File: src/gpio_bus_pkg.sv
// GPIO bus slave package: address map, data widths, wait-state counts and FSM/decode enums
package gpio_bus_pkg;

	////////////////////////////////////////////////////////////
	// Bus and GPIO types
	////////////////////////////////////////////////////////////

	// Bus address and data word
	typedef logic [31:0] bus_addr_t;
	typedef logic [31:0] bus_data_t;

	// Full GPO or GPI pin vector, eight 32-bit words
	typedef logic [255:0] gpio_vector_t;

	// Selects one of the eight words in a block
	typedef logic [2:0] gpio_word_index_t;

	// One-hot write strobe, one bit per GPO word
	typedef logic [7:0] gpio_strobe_t;

	////////////////////////////////////////////////////////////
	// Address map
	////////////////////////////////////////////////////////////

	// Words per register block
	localparam int gpio_words = 8;

	// Bytes per bus word
	localparam int gpio_word_bytes = 4;

	// Byte span of one register block
	localparam bus_addr_t gpio_bank_bytes = gpio_words * gpio_word_bytes;

	// Base of the 64-byte slave window
	localparam bus_addr_t gpio_base_addr = 32'h0100_0000;

	// Block offsets inside the window
	localparam bus_addr_t gpo_offset = 32'h0000_0000;
	localparam bus_addr_t gpi_offset = 32'h0000_0020;

	////////////////////////////////////////////////////////////
	// Handshake timing
	////////////////////////////////////////////////////////////

	// Wait states between request and answer
	localparam int write_wait_cycles = 2;
	localparam int read_wait_cycles  = 3;

	// Bus cycle controller states
	// release_gap is the forced idle cycle after ready
	typedef enum logic [1:0] {
		idle,
		wait_state,
		respond,
		release_gap
	} bus_state_e;

	// Address decode result
	typedef enum logic [1:0] {
		region_gpo,
		region_gpi,
		region_none
	} bus_region_e;

endpackage : gpio_bus_pkg
File: src/gpio_bus_slave.sv
// GPIO bus slave top: cycle controller with GPO bank and GPI port as peer blocks
`timescale 1ns/1ps

module gpio_bus_slave (
	input  logic                               BUS_agnt_vi,
	input  logic                               rst_n,
	// Bus request
	input  logic                               valid,
	input  gpio_bus_pkg::bus_addr_t            addr,
	input  logic                               rnw,
	input  gpio_bus_pkg::bus_data_t            write_data,
	// Bus response
	output logic                               ready,
	output logic                               error,
	output gpio_bus_pkg::bus_data_t            read_data,
	// GPIO pins
	input  gpio_bus_pkg::gpio_vector_t         gp_ip,
	output gpio_bus_pkg::gpio_vector_t         gp_op,
	output gpio_bus_pkg::gpio_strobe_t         gp_op_valid
);

	////////////////////////////////////////////////////////////
	// Internal wires
	////////////////////////////////////////////////////////////

	logic                               gpo_wr_en;
	gpio_bus_pkg::gpio_word_index_t     word_index;
	gpio_bus_pkg::bus_data_t            wr_data;
	gpio_bus_pkg::bus_data_t            gpo_rd_word;
	gpio_bus_pkg::bus_data_t            gpi_rd_word;

	// Handshake, decode and read return
	bus_cycle_ctrl bus_cycle_ctrl_inst (
		.BUS_agnt_vi (BUS_agnt_vi),
		.rst_n       (rst_n),
		.valid       (valid),
		.addr        (addr),
		.rnw         (rnw),
		.write_data  (write_data),
		.gpo_rd_word (gpo_rd_word),
		.gpi_rd_word (gpi_rd_word),
		.ready       (ready),
		.error       (error),
		.read_data   (read_data),
		.gpo_wr_en   (gpo_wr_en),
		.word_index  (word_index),
		.wr_data     (wr_data)
	);

	// Output words and strobes
	gpo_register_bank gpo_register_bank_inst (
		.BUS_agnt_vi (BUS_agnt_vi),
		.rst_n       (rst_n),
		.gpo_wr_en   (gpo_wr_en),
		.word_index  (word_index),
		.wr_data     (wr_data),
		.gpo_rd_word (gpo_rd_word),
		.gp_op       (gp_op),
		.gp_op_valid (gp_op_valid)
	);

	// Synchronized input pins
	gpi_input_port gpi_input_port_inst (
		.BUS_agnt_vi (BUS_agnt_vi),
		.rst_n       (rst_n),
		.gp_ip       (gp_ip),
		.word_index  (word_index),
		.gpi_rd_word (gpi_rd_word)
	);

endmodule : gpio_bus_slave

File: src/gpi_input_port.sv
// GPI input port: two-flop synchronizer on the input pins and a word read port
`timescale 1ns/1ps

module gpi_input_port (
	input  logic                               BUS_agnt_vi,
	input  logic                               rst_n,
	// Asynchronous input pins
	input  gpio_bus_pkg::gpio_vector_t         gp_ip,
	// Word select from the cycle controller
	input  gpio_bus_pkg::gpio_word_index_t     word_index,
	// Selected synchronized word
	output gpio_bus_pkg::bus_data_t            gpi_rd_word
);

	// Synchronizer stages
	gpio_bus_pkg::gpio_vector_t gpi_meta;
	gpio_bus_pkg::gpio_vector_t gpi_sync;

	////////////////////////////////////////////////////////////
	// Two-stage synchronizer
	////////////////////////////////////////////////////////////

	// First stage may go metastable, second one settles it
	always_ff @(posedge BUS_agnt_vi or negedge rst_n) begin
		if (!rst_n) begin
			gpi_meta <= '0;
			gpi_sync <= '0;
		end else begin
			gpi_meta <= gp_ip;
			gpi_sync <= gpi_meta;
		end
	end

	////////////////////////////////////////////////////////////
	// Word select
	////////////////////////////////////////////////////////////

	// Slice 32 bits per word, word 0 in the low bits
	assign gpi_rd_word = gpi_sync[word_index*32 +: 32];

endmodule : gpi_input_port

File: src/gpo_register_bank.sv
// GPO register bank: eight output words with per-word write strobes and readback
`timescale 1ns/1ps

module gpo_register_bank (
	input  logic                               BUS_agnt_vi,
	input  logic                               rst_n,
	// Write port from the cycle controller
	input  logic                               gpo_wr_en,
	input  gpio_bus_pkg::gpio_word_index_t     word_index,
	input  gpio_bus_pkg::bus_data_t            wr_data,
	// Readback of the indexed word
	output gpio_bus_pkg::bus_data_t            gpo_rd_word,
	// Output pins and strobes
	output gpio_bus_pkg::gpio_vector_t         gp_op,
	output gpio_bus_pkg::gpio_strobe_t         gp_op_valid
);

	// Storage, one entry per output word
	gpio_bus_pkg::bus_data_t gpo_mem [gpio_bus_pkg::gpio_words];

	// Next strobe pattern
	gpio_bus_pkg::gpio_strobe_t strobe_next;

	////////////////////////////////////////////////////////////
	// Word storage
	////////////////////////////////////////////////////////////

	// Outputs are visible pins, so they start from zero
	always_ff @(posedge BUS_agnt_vi or negedge rst_n) begin
		if (!rst_n) begin
			for (int i = 0; i < gpio_bus_pkg::gpio_words; i++) begin
				gpo_mem[i] <= '0;
			end
		end else if (gpo_wr_en) begin
			gpo_mem[word_index] <= wr_data;
		end
	end

	////////////////////////////////////////////////////////////
	// Write strobes
	////////////////////////////////////////////////////////////

	// One-hot bit of the written word
	always_comb begin
		if (gpo_wr_en) begin
			strobe_next = gpio_bus_pkg::gpio_strobe_t'(1) << word_index;
		end else begin
			strobe_next = '0;
		end
	end

	// Strobe lines up with the new word value
	always_ff @(posedge BUS_agnt_vi or negedge rst_n) begin
		if (!rst_n) begin
			gp_op_valid <= '0;
		end else begin
			gp_op_valid <= strobe_next;
		end
	end

	////////////////////////////////////////////////////////////
	// Pin vector and readback
	////////////////////////////////////////////////////////////

	// Word 0 sits in the low bits of the pin vector
	always_comb begin
		gp_op = '0;
		for (int i = 0; i < gpio_bus_pkg::gpio_words; i++) begin
			gp_op[i*32 +: 32] = gpo_mem[i];
		end
	end

	// Combinational read, the controller registers it
	assign gpo_rd_word = gpo_mem[word_index];

endmodule : gpo_register_bank

File: src/bus_cycle_ctrl.sv
// Bus cycle controller: valid/ready handshake FSM, wait-state count, decode and read return
`timescale 1ns/1ps

module bus_cycle_ctrl (
	input  logic                               BUS_agnt_vi,
	input  logic                               rst_n,
	// Request side from the master
	input  logic                               valid,
	input  gpio_bus_pkg::bus_addr_t            addr,
	input  logic                               rnw,
	input  gpio_bus_pkg::bus_data_t            write_data,
	// Read words from the two register blocks
	input  gpio_bus_pkg::bus_data_t            gpo_rd_word,
	input  gpio_bus_pkg::bus_data_t            gpi_rd_word,
	// Response side to the master
	output logic                               ready,
	output logic                               error,
	output gpio_bus_pkg::bus_data_t            read_data,
	// Control toward the register blocks
	output logic                               gpo_wr_en,
	output gpio_bus_pkg::gpio_word_index_t     word_index,
	output gpio_bus_pkg::bus_data_t            wr_data
);

	// Handshake state and wait-state counter
	gpio_bus_pkg::bus_state_e  state;
	logic [1:0]                wait_cnt;
	logic [1:0]                wait_target;

	// Decode results
	gpio_bus_pkg::bus_region_e region;
	gpio_bus_pkg::bus_addr_t   win_offset;
	gpio_bus_pkg::bus_addr_t   word_offset;
	logic                      bad_access;
	gpio_bus_pkg::bus_data_t   rd_select;

	////////////////////////////////////////////////////////////
	// Address decode
	////////////////////////////////////////////////////////////

	always_comb begin
		// Offset from the window base, wraps for low addresses
		win_offset = addr - gpio_bus_pkg::gpio_base_addr;
		region     = gpio_bus_pkg::region_none;
		if (addr[1:0] != 2'b00) begin
			// Unaligned, never a register
			region = gpio_bus_pkg::region_none;
		end else if ((win_offset >= gpio_bus_pkg::gpo_offset) &&
				(win_offset < gpio_bus_pkg::gpo_offset + gpio_bus_pkg::gpio_bank_bytes)) begin
			region = gpio_bus_pkg::region_gpo;
		end else if ((win_offset >= gpio_bus_pkg::gpi_offset) &&
				(win_offset < gpio_bus_pkg::gpi_offset + gpio_bus_pkg::gpio_bank_bytes)) begin
			region = gpio_bus_pkg::region_gpi;
		end
	end

	// Word position inside the selected block
	always_comb begin
		if (region == gpio_bus_pkg::region_gpi) begin
			word_offset = win_offset - gpio_bus_pkg::gpi_offset;
		end else begin
			word_offset = win_offset - gpio_bus_pkg::gpo_offset;
		end
	end

	// Byte offset to word number, 4 bytes per word
	assign word_index = word_offset[4:2];

	// Out of window, unaligned, or a write to read-only inputs
	assign bad_access = (region == gpio_bus_pkg::region_none) ||
		((region == gpio_bus_pkg::region_gpi) && !rnw);

	// Shared read-return mux between the two peers
	assign rd_select = (region == gpio_bus_pkg::region_gpi) ? gpi_rd_word : gpo_rd_word;

	////////////////////////////////////////////////////////////
	// Wait-state target and write strobe
	////////////////////////////////////////////////////////////

	// Reads wait one state longer than writes
	always_comb begin
		if (rnw) begin
			wait_target = 2'(gpio_bus_pkg::read_wait_cycles);
		end else begin
			wait_target = 2'(gpio_bus_pkg::write_wait_cycles);
		end
	end

	// Write lands at the edge that raises ready
	assign gpo_wr_en = (state == gpio_bus_pkg::respond) && valid && !rnw && !bad_access;

	// Write data goes straight to the GPO bank
	assign wr_data = write_data;

	////////////////////////////////////////////////////////////
	// Handshake FSM
	////////////////////////////////////////////////////////////

	always_ff @(posedge BUS_agnt_vi or negedge rst_n) begin
		if (!rst_n) begin
			state     <= gpio_bus_pkg::idle;
			wait_cnt  <= '0;
			ready     <= 1'b0;
			error     <= 1'b0;
			read_data <= '0;
		end else begin
			case (state)
				gpio_bus_pkg::idle: begin
					// Request edge counts as the first step
					if (valid) begin
						state    <= gpio_bus_pkg::wait_state;
						wait_cnt <= 2'd1;
					end
				end
				gpio_bus_pkg::wait_state: begin
					if (!valid) begin
						// Master gave up, drop the request
						state <= gpio_bus_pkg::idle;
					end else if (wait_cnt == wait_target) begin
						state <= gpio_bus_pkg::respond;
					end else begin
						wait_cnt <= wait_cnt + 2'd1;
					end
				end
				gpio_bus_pkg::respond: begin
					if (!valid) begin
						state <= gpio_bus_pkg::idle;
					end else begin
						ready <= 1'b1;
						error <= bad_access;
						// Only good reads carry data
						if (rnw && !bad_access) begin
							read_data <= rd_select;
						end else begin
							read_data <= '0;
						end
						state <= gpio_bus_pkg::release_gap;
					end
				end
				gpio_bus_pkg::release_gap: begin
					// Ready cycle is over, valid is ignored here
					ready     <= 1'b0;
					error     <= 1'b0;
					read_data <= '0;
					state     <= gpio_bus_pkg::idle;
				end
				default: begin
					state <= gpio_bus_pkg::idle;
				end
			endcase
		end
	end

endmodule : bus_cycle_ctrl

File: config.mk
export PLATFORM = sky130hd
export DESIGN_NAME = gpio_bus_slave
export DESIGN_NICKNAME = d
export VERILOG_FILES = /design/src/gpio_bus_pkg.sv /design/src/gpio_bus_slave.sv /design/src/gpi_input_port.sv /design/src/gpo_register_bank.sv /design/src/bus_cycle_ctrl.sv
export SDC_FILE = /design/constraint.sdc
export NUM_CORES = 1
export LEC_CHECK = 0
export BUFFER_PORTS_ARGS = -buffer_cell sky130_fd_sc_hd__buf_2
export CELL_PAD_IN_SITES_DETAIL_PLACEMENT = 1
export CELL_PAD_IN_SITES_GLOBAL_PLACEMENT = 2
export CORE_MARGIN = 2
export CORE_UTILIZATION = 39
export CTS_CLUSTER_DIAMETER = 50
export DETAILED_ROUTE_END_ITERATION = 12
export PLACE_DENSITY_LB_ADDON = 0.1
export SKIP_LAST_GASP = 1
export SYNTH_ARGS = -nofsm -noshare
export SYNTH_HDL_FRONTEND = slang
export SYNTH_SLANG_ARGS = --single-unit
File: constraint.sdc
create_clock -name BUS_agnt_vi -period 2.5 [get_ports BUS_agnt_vi]
set_input_delay 0.25 -clock BUS_agnt_vi [delete_from_list [all_inputs] [get_ports BUS_agnt_vi]]
set_output_delay 0.25 -clock BUS_agnt_vi [all_outputs]
set_load 0.05 [all_outputs]
Yosys cells after proc, flatten, opt, wreduce, memory -nomap -nowiden
Cells that the tools add are included.
{ "op_classes": {"n_addsub": 3, "reduce_logical": 18, "shift": 2, "eq_ne": 11, "mux": 28, "n_lt_le_gt_ge": 6, "n_bitwise": 1} }
{ "ops": {"columns": ["op", "n"], "rows": [
  ["$bwmux 256", 1],
  ["$shiftx 256x9->32", 1],
  ["$mux 32", 6],
  ["$bmux 32 s3", 1],
  ["$demux 32 s3", 1],
  ["$pmux 32 s2", 1],
  ["$ge 32x1->1 const B", 1],
  ["$ge 32x6->1 const B", 1],
  ["$lt 32x6->1 const B", 1],
  ["$lt 32x7->1 const B", 1],
  ["$sub 32x25->32 const B", 1],
  ["$mux 2", 9],
  ["$logic_and 1x1->1", 8],
  ["$mux 8", 1],
  ["$ne 2x2->1 const B", 4],
  ["$pmux 2 s4", 1],
  ["$shl 1x3->8 const A", 1],
  ["$eq 2x2->1 const B", 3],
  ["$reduce_bool 2->1", 3],
  ["$mux 5", 1],
  ["$sub 5x1->5 const B", 1],
  ["$eq 2x1->1 const B", 2],
  ["$ge 4x4->1 const B", 1],
  ["$lt 4x1->1 const B", 1],
  ["12 further kinds", 17]
]} }
{ "totals": {"reg_bits": 814, "output_inout_bits": 298, "inputBits": 324, "wordCells": 85} }

Logic depth before layout (Yosys ltp)
{ "logic_depth": {"word_depth": 16, "depth_mapped": 9, "ltp_nobuf": 7} }

Modules after synthesis
From an unflattened synthesis, not the netlist that was laid out.
{ "hier_totals": {"cells_unflattened": 1657, "area_unflattened_um2": 28889.0} }
{ "by_module_without_submodules": {"columns": ["mod", "area_each_um2", "seq_area_each_um2", "cells_each", "n_inst"], "rows": [
  ["gpi_input_port", 14885.5, 12812.3, 626, 1],
  ["gpo_register_bank", 11808.8, 6606.3, 817, 1],
  ["bus_cycle_ctrl", 2194.6, 950.9, 214, 1]
]} }

Least setup slack after synthesis
OpenSTA, ideal clock, no wires.
{ "synth_timing": {"path_kind": "input-to-reg", "startpoint": "in addr[11]", "endpoint": "reg gpo_register_bank_inst.gpo_mem, in the netlist gpo_register_bank_inst.gp_op[235]", "arrival_ps": 2531, "setup_ps": 125, "setup_slack_ps": -156, "n_path_buf": 2, "cell_stages": 7, "required_ps": 2375, "path_cell_list": "or4_4 > nor4_4 > a21oi_4 > buf_4 > nor4_4 > buf_6 > mux2_2"} }
{ "synth_between": {"elab_chain_len": 14, "elab_cells_between_ends": 24, "classes_between": "1 x add/sub; 6 x order compare; 2 x eq/ne; 7 x mux; 1 x bitwise; 7 x reduce/logical"} }
{ "synth_lines": {"columns": ["element", "line", "source"], "rows": [
  ["start, declared", "gpio_bus_slave.sv:9", "input gpio_bus_pkg::bus_addr_t addr,"],
  ["$sub 32x25->32 (*)", "bus_cycle_ctrl.sv:43", "win_offset = addr - gpio_bus_pkg::gpio_base_addr;"],
  ["$ge 32x6->1 or $lt 32x7->1 (tied branches)", "bus_cycle_ctrl.sv:51, bus_cycle_ctrl.sv:52", null],
  ["$logic_and 1x1->1", "bus_cycle_ctrl.sv:51", "end else if ((win_offset >= gpio_bus_pkg::gpi_offset) &&"],
  ["$mux 2", "bus_cycle_ctrl.sv:51", null],
  ["$mux 2 (*)", "bus_cycle_ctrl.sv:48", "end else if ((win_offset >= gpio_bus_pkg::gpo_offset) &&"],
  ["$mux 2 (*)", "bus_cycle_ctrl.sv:45", "if (addr[1:0] != 2'b00) begin"],
  ["$eq 2x1->1", "bus_cycle_ctrl.sv:59, bus_cycle_ctrl.sv:71", null],
  ["$mux 5", "bus_cycle_ctrl.sv:59", "if (region == gpio_bus_pkg::region_gpi) begin"],
  ["$not 3->4 (not written as such)", "gpo_register_bank.sv:35", "gpo_mem[word_index] <= wr_data;"],
  ["$ge 4x4->1 (not written as such) or $lt 4x1->1 (tied branches)", "gpo_register_bank.sv:35", null],
  ["$logic_and 1x1->1 (not written as such)", "gpo_register_bank.sv:35", null],
  ["$mux 32 (not written as such)", "gpo_register_bank.sv:35", null],
  ["$demux 32 s3", "gpo_register_bank.sv:35", null],
  ["$bwmux 256", "gpo_register_bank.sv:35", null],
  ["end signal, assigned by index", "gpo_register_bank.sv:35", null],
  ["end, declared", "gpo_register_bank.sv:19", "gpio_bus_pkg::bus_data_t gpo_mem [gpio_bus_pkg::gpio_words];"]
]} }
Mark *: on every way between the ends. The rest lies on a longest branch, timed or not.
A chain may end at the register's enable or synchronous reset.

Final worst setup path
{ "layout_timing": {"startpoint": "in addr[25]", "endpoint": "reg bus_cycle_ctrl_inst.read_data[23]"} }
{ "layout_between": {"elab_chain_len": 16, "elab_cells_between_ends": 26, "classes_between": "1 x add/sub; 4 x order compare; 2 x eq/ne; 1 x shift; 11 x mux; 1 x bitwise; 6 x reduce/logical"} }
{ "layout_lines": {"columns": ["element", "line", "source"], "rows": [
  ["$sub 32x25->32 (*)", "bus_cycle_ctrl.sv:43", null],
  ["$ge 32x6->1 or $lt 32x7->1 (tied branches)", "bus_cycle_ctrl.sv:51, bus_cycle_ctrl.sv:52", null],
  ["$logic_and 1x1->1", "bus_cycle_ctrl.sv:51", null],
  ["$mux 2", "bus_cycle_ctrl.sv:51", null],
  ["$mux 2 (*)", "bus_cycle_ctrl.sv:48", null],
  ["$mux 2 (*)", "bus_cycle_ctrl.sv:45", null],
  ["branches (longest 7 deep; another with $shiftx 256x9->32)", null, null],
  ["$mux 32 (*)", "bus_cycle_ctrl.sv:132", "if (rnw && !bad_access) begin"],
  ["$mux 32 (*)", "bus_cycle_ctrl.sv:126", "if (!valid) begin"],
  ["$pmux 32 s2 (*)", "bus_cycle_ctrl.sv:107", "case (state)"],
  ["end signal, assigned", "bus_cycle_ctrl.sv:133", "read_data <= rd_select;"],
  ["end, declared", "bus_cycle_ctrl.sv:18", "output gpio_bus_pkg::bus_data_t read_data,"]
]} }
Mark *: on every way between the ends. The select of a mux whose other input is x is not followed.

==> run metrics <==
RSZ-0062 raised after global routing=yes; Seq. cell area=approximately 20,000 um^2; share of cells above drive strength 1=about half; clk slew on worst S/H paths=~60 ps; Tcrit/Tclk final=98.2%; fillers=~6,900; number of CTS-inserted buffers=approximately 90; die footprint=about 76,000 um^2; worst min-delay path startpoint=rnw; slowest library cell on the worst path=a2111oi_1; crit-path cells=buf_2 > inv_1 > ha_1 > or3b_2 > buf_4 > nor4_1 > nand2_1 > buf_12 > a2111oi_1 > buf_4 > o31ai_1; # IOs=622; Buffers on Ports=621; critical path capture point type=flop; maximum root-to-sink buffer count=3; GP Congestion=slightly above 0.8; NumNets Final=around 2,900; commonest cells after routing, fill and taps aside=814 x dfrtp_1, 617 x buf_2, 289 x dlygate4sd3_1; CTS tree=built; Worst path most repeated cell=buf_4; async set-reset flop share out of synthesis=100%; initial core utilization=39.3%; Pre-antenna DRT Iters=5; combinational share of power=6.1%; Setup Crit Path Kind=input port to flop; most common cell after layout, fill and taps aside=dfrtp_1; largest net degree at the start of global routing=86; drt initial violations=approximately 860; Cell Pwr Density=about 750 nW/um^2; clock root buffer=clkbuf_16; Final ANT Viol Nets=0; worst hold path depth=4; pre-CTS worst setup slack=-668 ps; Slew headroom=between 40% and 50%; FF-to-FF Start=bus_cycle_ctrl_inst.state[0]$_DFFE_PN0P_; placed insts=roughly 3,200; VDD IR max=a little over 0.0008 V; top post-synthesis cells by area=dfrtp_1 71%, mux2_2 10%, mux4_2 10%, mux2_1 1.1%, a2111oi_0 0.98%; H-tree depth=3; Final min period=about 2500 ps; area taken by multi-input logic gates=7890 um^2; CP required=3020 ps; die width=275 um; post-synth net total=approximately 1,900; Yosys top cell by area=dfrtp_1; #FFs+latches synth=814; initial antenna violation count=8; warnings from Yosys=0; Syn Inst Count=approximately 1,600; Worst Setup SP=addr[25]; # rows=99; Non-Filler Instances=about 3,600; P&R area growth vs syn=39.9%; number of global-route vias before repair=between 20,000 and 25,000; dpl hpwl=about 64,000 um; max-cap violations=0; Area after DPL=roughly 34,000 um^2; clock share of power=between 40% and 50%; Routed WL=a little under 100,000 um; CP max stage delay=approximately 730 ps; fin worst setup slack=44.6 ps; worst skew pair latency=680 ps; first-pass GRT wire length=between 100,000 and 150,000 um; vias=roughly 18,000; Static Leakage=around 19 nW; Post-Layout Inst Area=40,100 um^2; Worst Hold Class=input port to flop; P_int=between 20 and 25 mW; Distinct cells, synth=45; Mapped Avg Cell Area=18.2 um^2; Sink Count=just over 800; Slew Viols, Final=0; core area=approximately 73,000 um^2; Switching Fraction=approximately 23%; Yosys top cell area share=about 70%; WL per Instance=around 27 um; Hold Violations, Final=0; Vias/cell=approximately 5.0; Tot GR Track Use=25.9%; crit path max fanout=32; chip height=around 270 um; DRC Markers=0; Max Freq=0.407 GHz; Post-Route Skew=between 50 and 60 ps; Finish-stage setup viols=0; Worst Tran Pin Value=783 ps; Sw Pwr=6.96 mW; Arr. time, crit path=slightly below 3000 ps; Post-synth EDFFs=0; Tot Pwr=30.1 mW; mapped cell area=28,600 um^2; ys flop type=dfrtp_1; post-synthesis sequential area ratio=71.1%; CP Launch Type=input port; Reg power frac=45.8%; WHS=between 70 and 80 ps; GRT overflow=0; R2R cell count=7; status=finished, final reports clean
## power groups by stage
stage	registers, mW	clock network [mW]	logic [mW]
floorplan	14.0	0	0.463
global placement	14.0	0	1.45
detailed placement	14.0	0	1.47
CTS	13.8	14.6	1.84
global route	13.8	15.3	1.99
finish	13.8	14.5	1.84
## Yosys cell counts, types with 2 or more instances
| cell | number |
|---|---|
| buf_2 | 21 |
| or2_2 | 8 |
| or4_1 | 4 |
| dfrtp_1 | 814 |
| nand2b_1 | 3 |
| nand4_1 | 5 |
| nor2b_1 | 33 |
| inv_1 | 6 |
| nor3_1 | 11 |
| mux4_2 | 128 |
| mux2_1 | 28 |
| nor4_1 | 3 |
| clkbuf_1 | 55 |
| a31o_2 | 2 |
| o21ai_0 | 4 |
| a21oi_1 | 38 |
| ha_1 | 3 |
| nor4_4 | 9 |
| o31ai_1 | 33 |
| a21boi_0 | 2 |
| nand2_1 | 36 |
| a2111oi_0 | 32 |
| buf_6 | 3 |
| buf_1 | 6 |
| nor2_1 | 7 |
| mux2_2 | 261 |
## state kept, by name, summed over array words and instances (netlist names)
signal and cells:
bus_cycle_ctrl_inst.error 1, bus_cycle_ctrl_inst.read_data 32, bus_cycle_ctrl_inst.ready 1, bus_cycle_ctrl_inst.state 2, bus_cycle_ctrl_inst.wait_cnt 2, gpi_input_port_inst.gpi_meta 256, gpi_input_port_inst.gpi_sync 256, gpo_register_bank_inst.gp_op 256
gpo_register_bank_inst.gp_op_valid 8
## final timing paths
| check | to | slack (ps) |
|---|---|---|
| max | bus_cycle_ctrl_inst.read_data[23]$_DFFE_PN0P_ | 40 |
| min | gpo_register_bank_inst.gp_op_valid[6]$_DFF_PN0_ | 70 |
| max reg2reg | gpo_register_bank_inst.gp_op[5]$_DFFE_PN0P_ | 210 |
| min reg2reg | gpi_input_port_inst.gpi_sync[103]$_DFF_PN0_ | 340 |
| max in group asynchronous | gpo_register_bank_inst.gp_op[186]$_DFFE_PN0P_ | 1300 |
| min in group asynchronous | gpo_register_bank_inst.gp_op[6]$_DFFE_PN0P_ | 170 |
## metal layers
layer  wire length (um)  global-route usage [%]  vias up
met5                 11                       0        -
met4               3210                    9.20        2
met3               4720                    4.89      146
met2              49700                    44.2      531
met1              39700                    33.2     9781
li1                   -                       -     7794
## timing repair
action,CTS,global route
hold buffers,289,0
endpoints found under the setup margin,0,5
endpoints found under the hold margin,545,0
resized for setup,0,5
buffers inserted,0,0
## worst max-delay path: cells and delay by family
kind	cells	cell delay, ps
buffers and inverters	5	830
AOI/OAI and AO/OA	2	790
adders and majority gates	1	160
and+or+nand+nor	3	940
## area by class of cell
cell class                 count  area share, %
antenna                        4         0.0250
clock buffer                 129           6.52
clock inverter                41           1.77
inverter                       6         0.0562
multi-input combinational    668           19.7
sequential                   814           50.9
tap                          959           3.00
timing repair buffer        1022           18.1
## through the flow
stage          setup TNS, ps  utilization, %
3_5_place_dp          -71470            46.4
5_1_grt                -75.8            55.0
4_1_cts                    0            55.0
3_3_place_gp          -59710            46.4
2_1_floorplan         -14280               -
6_report                   0            55.0
## cell families (layout without fill, tap and decap cells)
family                   Yosys count  in the layout  synth area share, %
AND/OR/NAND/NOR                  130            130                 3.01
flip-flops                       814            814                 71.1
XOR/XNOR                           1              1               0.0306
other                              0              4                    0
adder cells (fa/ha/maj)            3              3                0.131
AO/OA/AOI/OAI                    117            117                 2.87
buffers and inverters             92           1198                 1.39
multiplexers                     417            417                 21.4
Note: power is estimated with default switching activity, not from simulation.
